`src/verilog/cache_pkg.sv`:
```
package cache_pkg;

    // Bus and word widths
    localparam int addr_w = 32;
    localparam int data_w = 32;

    // Direct mapped line geometry of 16 sets with 4 words each
    localparam int words_per_line = 4;
    localparam int offset_w = 2;     // Word in line
    localparam int index_w = 4;      // Set select
    localparam int byte_off_w = 2;   // Byte in word
    localparam int num_sets = 2 ** index_w;

    // Address field positions
    localparam int offset_lsb = byte_off_w;
    localparam int index_lsb = offset_lsb + offset_w;
    localparam int tag_lsb = index_lsb + index_w;

    localparam int tag_w = addr_w - tag_lsb;          // 24
    localparam int line_addr_w = tag_w + index_w;     // 28

    // Position of the final beat of a refill
    localparam logic [offset_w-1:0] last_word = offset_w'(words_per_line - 1);

    // Controller FSM
    typedef enum logic [1:0] {
        ctrl_idle,
        ctrl_lookup,        // First APB access cycle, tag compare
        ctrl_refill_wait,   // Line fetch in progress
        ctrl_respond        // Tag written, answer the read
    } ctrl_state_t;

endpackage

```
`src/verilog/axi_pkg.sv`:
```
package axi_pkg;

    typedef enum logic [1:0] {
        burst_fixed = 2'b00,
        burst_incr  = 2'b01,
        burst_wrap  = 2'b10
    } axi_burst_t;

    typedef enum logic [1:0] {
        resp_okay   = 2'b00,
        resp_exokay = 2'b01,
        resp_slverr = 2'b10,
        resp_decerr = 2'b11
    } axi_resp_t;

    // Fixed AR fields for a one-line refill
    localparam int axi_id_w = 1;
    localparam logic [7:0] ar_len = 8'd3;     // Four beats
    localparam logic [2:0] ar_size = 3'd2;    // Four bytes per beat
    localparam logic [3:0] ar_cache = 4'b0011;
    localparam logic [axi_id_w-1:0] ar_id = '0;

    // Refill sequencer FSM
    typedef enum logic [1:0] {
        rf_idle,
        rf_addr_phase,
        rf_data_phase,
        rf_end_phase
    } refill_state_t;

endpackage

```
`src/verilog/refill_if.sv`:
```
`timescale 1ns/100ps

interface refill_if;
    import cache_pkg::*;

    // Request from the controller
    logic                   replace_valid;
    logic [line_addr_w-1:0] replace_addr;

    // High while a line fetch is running
    logic                   replace;

    // Beat stream towards the word banks
    logic                   read_valid;
    logic [offset_w-1:0]    read_addr;
    logic [data_w-1:0]      read_rdata;

    modport ctrl (
        output replace_valid,
        output replace_addr,
        input  replace
    );

    modport refill (
        input  replace_valid,
        input  replace_addr,
        output replace,
        output read_valid,
        output read_addr,
        output read_rdata
    );

    // Banks only use the index bits of replace_addr
    modport bank (
        input read_valid,
        input read_addr,
        input read_rdata,
        input replace_addr
    );

endinterface

```
`src/verilog/line_refill_axi.sv`:
```
`timescale 1ns/100ps

module line_refill_axi (
    input  logic                            clk,
    input  logic                            reset,

    // AXI read address channel
    output logic                            arvalid,
    input  logic                            arready,
    output logic [cache_pkg::addr_w-1:0]    araddr,
    output logic [7:0]                      arlen,
    output logic [2:0]                      arsize,
    output logic [1:0]                      arburst,
    output logic [3:0]                      arcache,
    output logic [axi_pkg::axi_id_w-1:0]    arid,

    // AXI read data channel
    input  logic                            rvalid,
    output logic                            rready,
    input  logic [cache_pkg::data_w-1:0]    rdata,
    input  logic [1:0]                      rresp,
    input  logic                            rlast,

    refill_if.refill                        rif
);
    import cache_pkg::*;
    import axi_pkg::*;

    refill_state_t state;
    logic          slave_error;   // Some beat of this burst came back bad
    logic          beat;

    // Constant burst shape
    assign arlen   = ar_len;
    assign arsize  = ar_size;
    assign arburst = burst_incr;
    assign arcache = ar_cache;
    assign arid    = ar_id;

    // Line aligned start address
    assign araddr = {rif.replace_addr, {(offset_w + byte_off_w){1'b0}}};

    assign beat = rvalid && rready;

    assign rif.read_valid = beat;
    assign rif.read_rdata = rdata;   // Beats go straight to the banks

    always_ff @(posedge clk or posedge reset) begin
        if (reset) begin
            state         <= rf_idle;
            slave_error   <= 1'b0;
            rif.read_addr <= '0;
        end else begin
            case (state)
                rf_idle: begin
                    rif.read_addr <= '0;
                    if (rif.replace_valid)
                        state <= rf_addr_phase;
                end
                rf_addr_phase: begin
                    // Also the restart point after a failed burst
                    slave_error   <= 1'b0;
                    rif.read_addr <= '0;
                    if (arready)
                        state <= rf_data_phase;
                end
                rf_data_phase: begin
                    if (beat) begin
                        // A burst cannot be cut short, so remember the error
                        if (rresp != resp_okay)
                            slave_error <= 1'b1;
                        if (rlast)
                            state <= rf_end_phase;
                        else
                            rif.read_addr <= rif.read_addr + 1'b1;
                    end
                end
                default: begin
                    state <= slave_error ? rf_addr_phase : rf_idle;
                end
            endcase
        end
    end

    assign rif.replace = (state != rf_idle);
    assign arvalid     = (state == rf_addr_phase);
    assign rready      = (state == rf_data_phase);

    // Memory must end the burst exactly on the fourth beat
    a_rlast_on_last_beat: assert property (
        @(posedge clk) disable iff (reset)
        beat |-> (rlast == (rif.read_addr == last_word))
    );

    // Controller keeps the line address steady through the handshake
    a_araddr_stable: assert property (
        @(posedge clk) disable iff (reset)
        arvalid && !arready |=> $stable(araddr)
    );

endmodule

```
`src/verilog/line_word_bank.sv`:
```
`timescale 1ns/100ps

module line_word_bank #(
    parameter logic [cache_pkg::offset_w-1:0] bank_pos = '0
) (
    input  logic                            clk,
    input  logic                            reset,
    input  logic [cache_pkg::index_w-1:0]   bank_index,
    output logic [cache_pkg::data_w-1:0]    rdata,
    refill_if.bank                          rif
);
    import cache_pkg::*;

    logic [data_w-1:0]  mem [num_sets];
    logic [index_w-1:0] wr_index;
    logic               wr_en;

    // Set being refilled sits in the low bits of the line address
    assign wr_index = rif.replace_addr[index_w-1:0];

    // Only the beat for this word position lands here
    assign wr_en = rif.read_valid && (rif.read_addr == bank_pos);

    always_ff @(posedge clk or posedge reset) begin
        if (reset) begin
            for (int i = 0; i < num_sets; i++)
                mem[i] <= '0;
        end else if (wr_en) begin
            mem[wr_index] <= rif.read_rdata;
        end
    end

    assign rdata = mem[bank_index];   // Async read for zero wait hits

endmodule

```
`src/verilog/apb_cache_ctrl.sv`:
```
`timescale 1ns/100ps

module apb_cache_ctrl (
    input  logic                            clk,
    input  logic                            reset,

    // APB slave
    input  logic                            psel,
    input  logic                            penable,
    input  logic                            pwrite,
    input  logic [cache_pkg::addr_w-1:0]    paddr,
    input  logic [cache_pkg::data_w-1:0]    pwdata,
    output logic [cache_pkg::data_w-1:0]    prdata,
    output logic                            pready,
    output logic                            pslverr,

    // Word banks
    input  logic [cache_pkg::words_per_line-1:0][cache_pkg::data_w-1:0] bank_rdata,
    output logic [cache_pkg::index_w-1:0]   bank_index,

    refill_if.ctrl                          rif
);
    import cache_pkg::*;

    ctrl_state_t            state;
    logic [tag_w-1:0]       tag_mem [num_sets];
    logic [num_sets-1:0]    valid_bits;
    logic                   seen_replace;   // Refill block has picked up the request
    logic [line_addr_w-1:0] req_line_addr;

    logic [tag_w-1:0]       addr_tag;
    logic [index_w-1:0]     addr_index;
    logic [offset_w-1:0]    addr_offset;
    logic                   hit;
    logic                   refill_done;
    logic [index_w-1:0]     req_index;

    // Split the APB address
    assign addr_tag    = paddr[tag_lsb +: tag_w];
    assign addr_index  = paddr[index_lsb +: index_w];
    assign addr_offset = paddr[offset_lsb +: offset_w];

    assign hit = valid_bits[addr_index] && (tag_mem[addr_index] == addr_tag);

    assign req_index = req_line_addr[index_w-1:0];

    // replace went high and has dropped again
    assign refill_done = seen_replace && !rif.replace;

    always_ff @(posedge clk or posedge reset) begin
        if (reset) begin
            state        <= ctrl_idle;
            valid_bits   <= '0;
            seen_replace <= 1'b0;
        end else begin
            case (state)
                ctrl_idle: begin
                    seen_replace <= 1'b0;
                    if (psel && !penable)   // Setup phase
                        state <= ctrl_lookup;
                end
                ctrl_lookup: begin
                    if (!pwrite && !hit) begin
                        valid_bits[addr_index] <= 1'b0;   // Line is being replaced
                        state <= ctrl_refill_wait;
                    end else begin
                        state <= ctrl_idle;
                    end
                end
                ctrl_refill_wait: begin
                    if (rif.replace)
                        seen_replace <= 1'b1;
                    if (refill_done) begin
                        valid_bits[req_index] <= 1'b1;
                        state <= ctrl_respond;
                    end
                end
                default: begin
                    state <= ctrl_idle;
                end
            endcase
        end
    end

    // Tag and line address of the pending miss
    always_ff @(posedge clk) begin
        if (state == ctrl_lookup)
            req_line_addr <= paddr[addr_w-1:index_lsb];
        if (state == ctrl_refill_wait && refill_done)
            tag_mem[req_index] <= req_line_addr[line_addr_w-1:index_w];
    end

    // Held from the cycle after lookup until the fetch ends
    assign rif.replace_valid = (state == ctrl_refill_wait) && !refill_done;
    assign rif.replace_addr  = req_line_addr;

    assign bank_index = addr_index;
    assign prdata     = bank_rdata[addr_offset];

    // Writes are refused with an error
    assign pslverr = (state == ctrl_lookup) && pwrite;
    assign pready  = ((state == ctrl_lookup) && (pwrite || hit))
                     || (state == ctrl_respond);

    a_pready_in_access: assert property (
        @(posedge clk) disable iff (reset)
        pready |-> psel && penable
    );

endmodule

```
`src/verilog/apb_axi_cache.sv`:
```
`timescale 1ns/100ps

module apb_axi_cache (
    input  logic                            clk,
    input  logic                            reset,

    // APB3 slave
    input  logic                            psel,
    input  logic                            penable,
    input  logic                            pwrite,
    input  logic [cache_pkg::addr_w-1:0]    paddr,
    input  logic [cache_pkg::data_w-1:0]    pwdata,
    output logic [cache_pkg::data_w-1:0]    prdata,
    output logic                            pready,
    output logic                            pslverr,

    // AXI4 read address
    output logic                            arvalid,
    input  logic                            arready,
    output logic [cache_pkg::addr_w-1:0]    araddr,
    output logic [7:0]                      arlen,
    output logic [2:0]                      arsize,
    output logic [1:0]                      arburst,
    output logic [3:0]                      arcache,
    output logic [axi_pkg::axi_id_w-1:0]    arid,

    // AXI4 read data
    input  logic                            rvalid,
    output logic                            rready,
    input  logic [cache_pkg::data_w-1:0]    rdata,
    input  logic [1:0]                      rresp,
    input  logic                            rlast
);
    import cache_pkg::*;

    logic [words_per_line-1:0][data_w-1:0] bank_rdata;
    logic [index_w-1:0]                    bank_index;

    refill_if rif ();

    apb_cache_ctrl i_apb_cache_ctrl (
        .clk        (clk),
        .reset      (reset),
        .psel       (psel),
        .penable    (penable),
        .pwrite     (pwrite),
        .paddr      (paddr),
        .pwdata     (pwdata),
        .prdata     (prdata),
        .pready     (pready),
        .pslverr    (pslverr),
        .bank_rdata (bank_rdata),
        .bank_index (bank_index),
        .rif        (rif)
    );

    line_refill_axi i_line_refill_axi (
        .clk     (clk),
        .reset   (reset),
        .arvalid (arvalid),
        .arready (arready),
        .araddr  (araddr),
        .arlen   (arlen),
        .arsize  (arsize),
        .arburst (arburst),
        .arcache (arcache),
        .arid    (arid),
        .rvalid  (rvalid),
        .rready  (rready),
        .rdata   (rdata),
        .rresp   (rresp),
        .rlast   (rlast),
        .rif     (rif)
    );

    // One bank per word position in the line
    for (genvar b = 0; b < words_per_line; b++) begin : g_bank
        line_word_bank #(
            .bank_pos (offset_w'(b))
        ) i_line_word_bank (
            .clk        (clk),
            .reset      (reset),
            .bank_index (bank_index),
            .rdata      (bank_rdata[b]),
            .rif        (rif)
        );
    end

endmodule

```
`config.mk`:
```
export PLATFORM = sky130hd
export DESIGN_NAME = apb_axi_cache
export DESIGN_NICKNAME = d
export VERILOG_FILES = /design/src/verilog/cache_pkg.sv /design/src/verilog/axi_pkg.sv /design/src/verilog/refill_if.sv /design/src/verilog/line_refill_axi.sv /design/src/verilog/line_word_bank.sv /design/src/verilog/apb_cache_ctrl.sv /design/src/verilog/apb_axi_cache.sv
export SDC_FILE = /design/constraint.sdc
export NUM_CORES = 2
export LEC_CHECK = 0
export BUFFER_PORTS_ARGS = -buffer_cell sky130_fd_sc_hd__buf_2
export CAP_MARGIN = 40
export CORE_MARGIN = 2
export CORE_UTILIZATION = 60
export DETAILED_ROUTE_END_ITERATION = 8
export PLACE_DENSITY = 0.77
export SLEW_MARGIN = 10
export SYNTH_ARGS = -nofsm -noshare
export SYNTH_HDL_FRONTEND = slang
export SYNTH_HIERARCHICAL = 1
export SYNTH_SLANG_ARGS = --single-unit
export TNS_END_PERCENT = 10
```
`constraint.sdc`:
```
create_clock -name clk -period 45.1 [get_ports clk]
set_input_delay 4.51 -clock clk [delete_from_list [all_inputs] [get_ports clk]]
set_output_delay 4.51 -clock clk [all_outputs]
set_load 0.02 [all_outputs]
```
* Word-level counts from Yosys, hierarchy flattened
Memories as Yosys holds them, arrays and structs flattened.
Cells that the tools add are included.
** Operators by class
- Equality and inequality tests :: 19
- $add $sub $neg :: 1
- Bitwise logic cells :: 5
- Magnitude comparators :: 8
- Mux-type cells :: 49
- Reductions and logical operators :: 39
** Operator list (number)
- $bwmux W512 :: 4
- $bmux W32 S4 :: 4
- $mux W32 :: 10
- $demux W32 S4 :: 1
- $bmux W32 S2 :: 1
- $mux W16 :: 2
- $pmux W16 S2 :: 1
- $eq A24 B24 Y1 :: 1
- $mux W2 :: 9
- $and A16 B16 Y16 :: 1
- $logic_and A1 B1 Y1 :: 16
- $not A16 Y16 :: 1
- $or A16 B16 Y16 :: 1
- $ne A2 B1 Y1 const B :: 6
- $pmux W2 S3 :: 2
- $reduce_bool A2 Y1 :: 6
- $eq A2 B2 Y1 const B :: 5
- $ge A5 B5 Y1 const B :: 2
- $lt A4 B5 Y1 const B :: 2
- $not A4 Y5 :: 2
- $mux W1 :: 9
- $reduce_and A3 Y1 :: 3
- $demux W1 S4 :: 2
- $ge A4 B1 Y1 const B :: 2
- 14 further kinds :: 28
** Word-level totals
- Register bits :: 2100
- Bits in writable memories :: 384
- Memories kept :: 1
** Memories
- i_apb_cache_ctrl.tag_mem :: words 16, bits a word 24, rd ports 1, clocked after Yosys merged registers in 0, write ports 1, line apb_cache_ctrl.sv:26 : logic [tag_w-1:0] tag_mem [num_sets];

* Longest topological paths before layout
- Depth after elaboration :: 8
- Mapped depth :: 13
- Depth with buffers taken out :: 9

* Cells and area by module
The synthesis kept the hierarchy.
** By module, submodules not included
- line_word_bank at g_bank[1].i_line_word_bank ... :: times used 2, area each 23005.8 sq um, cells each 1406
- line_word_bank at g_bank[3].i_line_word_bank :: times used 1, area each 23281.1 sq um, cells each 1406
- line_word_bank at g_bank[0].i_line_word_bank :: times used 1, area each 22864.4 sq um, cells each 1406
- apb_cache_ctrl :: times used 1, area each 17857.1 sq um, cells each 906
- line_refill_axi :: times used 1, area each 1003.5 sq um, cells each 121

* Worst setup path after synthesis
No wires, ideal clock.
- Path type :: input to output
- Start point :: in paddr[5] (netlist name)
- End point :: out pready
- Cell stages on the path :: 9
- Setup slack :: 33623 ps
- Buffers on the path :: 2
- Data required time :: 40590 ps
- Arrival time :: 6967 ps
- Cells stage by stage :: buf_6 buf_2 mux4_2 mux4_2 xor2_1 a311oi_2 o2111ai_2 nor4_4 o31a_1
** Between the ends
- Cells in the longest elaborated chain, start to end :: 6
- Elaborated cells between the ends (all ways) :: 8
- Classes of those cells :: eq/ne: 1; mux: 2; reduce/logical: 4; memory: 1
** Ends and longest elaborated chain
- from (decl) :: line apb_axi_cache.sv:11 : input logic [cache_pkg::addr_w-1:0] paddr,
- $mem_v2 Z16 W24 / $bmux W1 S4 (equally long branches)
- $eq A24 B24 Y1 / $mux W1 (equally long branches) :: line apb_cache_ctrl.sv:43 : assign hit = valid_bits[addr_index] && (tag_mem[addr_index] == addr_tag);
- $logic_and A1 B1 Y1 * :: line apb_cache_ctrl.sv:43
- $logic_or A1 B1 Y1 * :: line apb_cache_ctrl.sv:102 : assign pready = ((state == ctrl_lookup) && (pwrite || hit))
- $logic_and A1 B1 Y1 * :: line apb_cache_ctrl.sv:102
- $logic_or A1 B1 Y1 * :: line apb_cache_ctrl.sv:103 : || (state == ctrl_respond);
- to (decl) :: line apb_axi_cache.sv:14 : output logic pready,
Mark *: on every way between the ends. The rest lies on a longest branch, timed or not. The select of a mux whose other input is x is not followed.

==> impl_results.md <==
* Cell area after synthesis at 111000 um^2
* Post-CTS Hold Fix Bufs at 0
* Post-cts resize count at 0
* RR Startpoint: i_line_refill_axi/state[0]$_DFFE_PP0P_
* Layout area overhead at 10.7%
* Logic pwr share at 15.4%
* First-pass iteration count of the detailed router at 5
* Syn Area/Cell at 16.7 um^2
* Fmax at 71.7 MHz
* Crit path kind: in2out
* Number of synthesis warnings at 6
* Most used DFF post-synth: dfrtp_1
* Routability cong. at 0.803
* Area of the core at 183000 um^2
* Maximum clock path buffer count at 4
* Max_cap viols at 0
* Post-synth EDFFs at 412
* Synthesized flop and latch total at 2484
* Top cell type's share of synthesized area at 46.7%
* Setup Buffers After CTS at 0
* Relative slew slack at 24.0%
* Placed Area at 114000 um^2
* Hold Fails Final Rpt at 0
* Reg clk slew, reported paths at 0.06 ns
* GRT Util Overall at 28.6%
* Power Dens Cells at 48.1 nW/um^2
* Dominant cell type by area after synthesis: dfrtp_1
* Main area contributors after synthesis: dfrtp_1 47%, mux2_2 18%, mux4_2 12%
* Arr. time, crit path at 9.44 ns
* Total number of vias at 60500
* HP Start: g_bank[3].i_line_word_bank/mem[445]$_DFFE_PP0P_
* Drt drc at 0
* Die footprint at 188000 um^2
* Io pins at 192
* Net Sw Frac at 24.7%
* Initial core utilization at 60.5%
* Die height at 434 um
* Type of the worst min-delay path: reg2reg
* Worst hold stages at 1
* R2R setup slack at 41.71 ns
* Hpwl dp at 154000 um
* Clock Power Share at 35.8%
* Min Tclk post-route at 13.95 ns
* # clock sinks at 2484
* Max H-tree Level at 5
* Iteration-0 DRC Markers at 5008
* Cell variety after synth at 73
* Worst-margin pin slew at 1.14 ns
* Synth top cells by count: 2072 x dfrtp_1, 1744 x mux2_2, 610 x mux4_2
* Routed Antenna Nets at 0
* Die X at 434 um
* WP data required at 40.59 ns
* Design area at 123000 um^2
* Cells after synthesis at 6651
* TritonCTS clock tree: built
* Root Driver: clkbuf_16
* Critical Path Sink Type: primary output
* CP Max Fanout at 99
* Vias per inst at 6.50
* Row cnt at 157
* Outcome: finished, final reports clean
* Final nets at 6767
* Slew Viols, Final at 0
* Vias in the first global route at 65100
* IO buf count at 135
* TNS Setup at 0 ns
* Initial antenna violation count at 31
* Worst vdd ir at 0.0335 mV
* Internal Pwr Total at 4.46 mW
* RSZ-0062 raised after global routing: false
* CTS Buf Count at 274
* Setup crit start kind: input port
* Seq pwr share at 48.8%
* DR WL/cell at 28.3 um
* P_leak at 57.0 nW
* WL final at 263000 um
* Worst-Skew Late Latency at 0.92 ns
* Largest net degree at the start of global routing at 193
* GRT overflow at 0
* Switching pwr at 1.46 mW
* Setup-failing EPs final at 0
* Sequential area share after synthesis at 57.8%
* Asr flop ratio synth at 83.4%
* Reg2Reg Depth at 8
* Hold Path Sink: g_bank[3].i_line_word_bank/mem[445]$_DFFE_PP0P_
* Worst r2r dst: i_apb_cache_ctrl/tag_mem[12][4]$_DFFE_PP_
* First-pass GRT wire length at 405000 um
* Final setup skew at 0.0384 ns
* Count leader, synth: dfrtp_1
* Fill cells at 12300
* Layout cells sized above 1 at 47.2%
* Final Cycle Share at 30.9%
## worst max-delay path: stages
cell     delay (ns)
buf_8          0.68
buf_4          0.77
buf_4          0.69
buf_4          0.80
mux4_2         0.42
a22oi_1        0.36
nand2_1        0.22
mux4_2         0.63
buf_2          0.21
## power by group through the flow
stage	logic [mW]	clock network (mW)	registers, mW
after global placement	0.851	0	2.89
after detailed placement	0.907	0	2.92
after global routing	0.974	2.25	2.93
after floorplan	0.706	0	2.86
final	0.909	2.12	2.89
after CTS	0.912	2.16	2.88
## sequential cells by signal, indices dropped and copies added (netlist names)
signal	count
i_line_refill_axi/state	2
i_apb_cache_ctrl/seen_replace	1
i_line_refill_axi/rif.read_addr	2
i_apb_cache_ctrl/tag_mem	384
i_apb_cache_ctrl/state	2
g_bank.i_line_word_bank/mem	2048
i_apb_cache_ctrl/rif.replace_addr	28
i_apb_cache_ctrl/valid_bits	16
i_line_refill_axi/slave_error	1
## logic make-up (layout without fill, tap and decap cells)
family / Yosys count / after routing / share of synthesized area, %
other: 2 / 37 / 0.00676
AO/OA/AOI/OAI: 358 / 358 / 2.43
buffers and inverters: 654 / 810 / 3.17
adder cells (fa/ha/maj): 6 / 6 / 0.0676
AND/OR/NAND/NOR: 361 / 361 / 2.07
XOR/XNOR: 29 / 29 / 0.229
flip-flops: 2484 / 2484 / 57.8
multiplexers: 2757 / 2757 / 34.2
## routing by layer
metal	vias up	GRT usage [%]	wire length [um]
li1	25200	-	-
met1	33000	39.2	109000
met2	1784	46.6	130000
met3	520	4.70	14800
met4	8	10.6	9420
met5	-	0	57
## worst max-delay path by stage
stage          depth (start not counted)  slack [ns]                                            end  startpoint
3_5_place_dp                           9       31.14                                     prdata[10]    paddr[5]
5_1_grt                                9       31.00                                     prdata[10]    paddr[5]
4_1_cts                                9       31.14                                     prdata[10]    paddr[5]
3_3_place_gp                           9       30.77                                     prdata[22]    paddr[5]
2_1_floorplan                          1       26.29  g_bank[0].i_line_word_bank/mem[0]$_DFFE_PP0P_       reset
6_report                               9       31.15                                     prdata[10]    paddr[5]
## layout by cell type (no fill, tap or decap), types with 11 or more instances in the layout
cell       instances
dfrtp_1         2072
mux2_2          1744
mux4_2           610
edfxtp_1         412
clkbuf_16        281
mux2_1           278
a22oi_1          272
nand2_1          164
buf_4            142
buf_2            132
mux2i_1           92
clkbuf_1          67
clkbuf_8          48
buf_12            35
clkinv_2          33
buf_16            31
mux2_4            31
nor3_4            22
conb_1            22
nand3_2           21
xor2_1            20
nor2b_1           19
o22a_1            16
diode_2           15
nor2_1            14
nand2b_1          13
inv_1             13
nor2_4            12
a22o_1            11
## area by class of cell
| cell class | instances | area, um^2 | area share, % |
|---|---|---|---|
| sequential | 2484 | 64200 | 52.2 |
| antenna | 15 | 37.5 | 0.0305 |
| tap | 2464 | 3080 | 2.51 |
| multi-input combinational | 3533 | 43700 | 35.6 |
| clock inverter | 52 | 459 | 0.374 |
| inverter | 17 | 93.8 | 0.0763 |
| clock buffer | 396 | 7940 | 6.46 |
| timing repair buffer | 345 | 3350 | 2.73 |
## per-stage QoR
step           worst slack [ns]  cells  util (%)  hold slack [ns]  total power, mW
2_1_floorplan             26.29   6671         -            0.445             3.56
3_3_place_gp              30.77   8777      61.6            0.462             3.74
3_5_place_dp              31.14   8842      62.4            0.469             3.83
4_1_cts                   31.14   9290      67.0            0.482             5.95
5_1_grt                   31.00   9300      67.0            0.495             6.16
6_report                  31.15   9306      67.0            0.479             5.92
(Power assumes the default switching activity.)
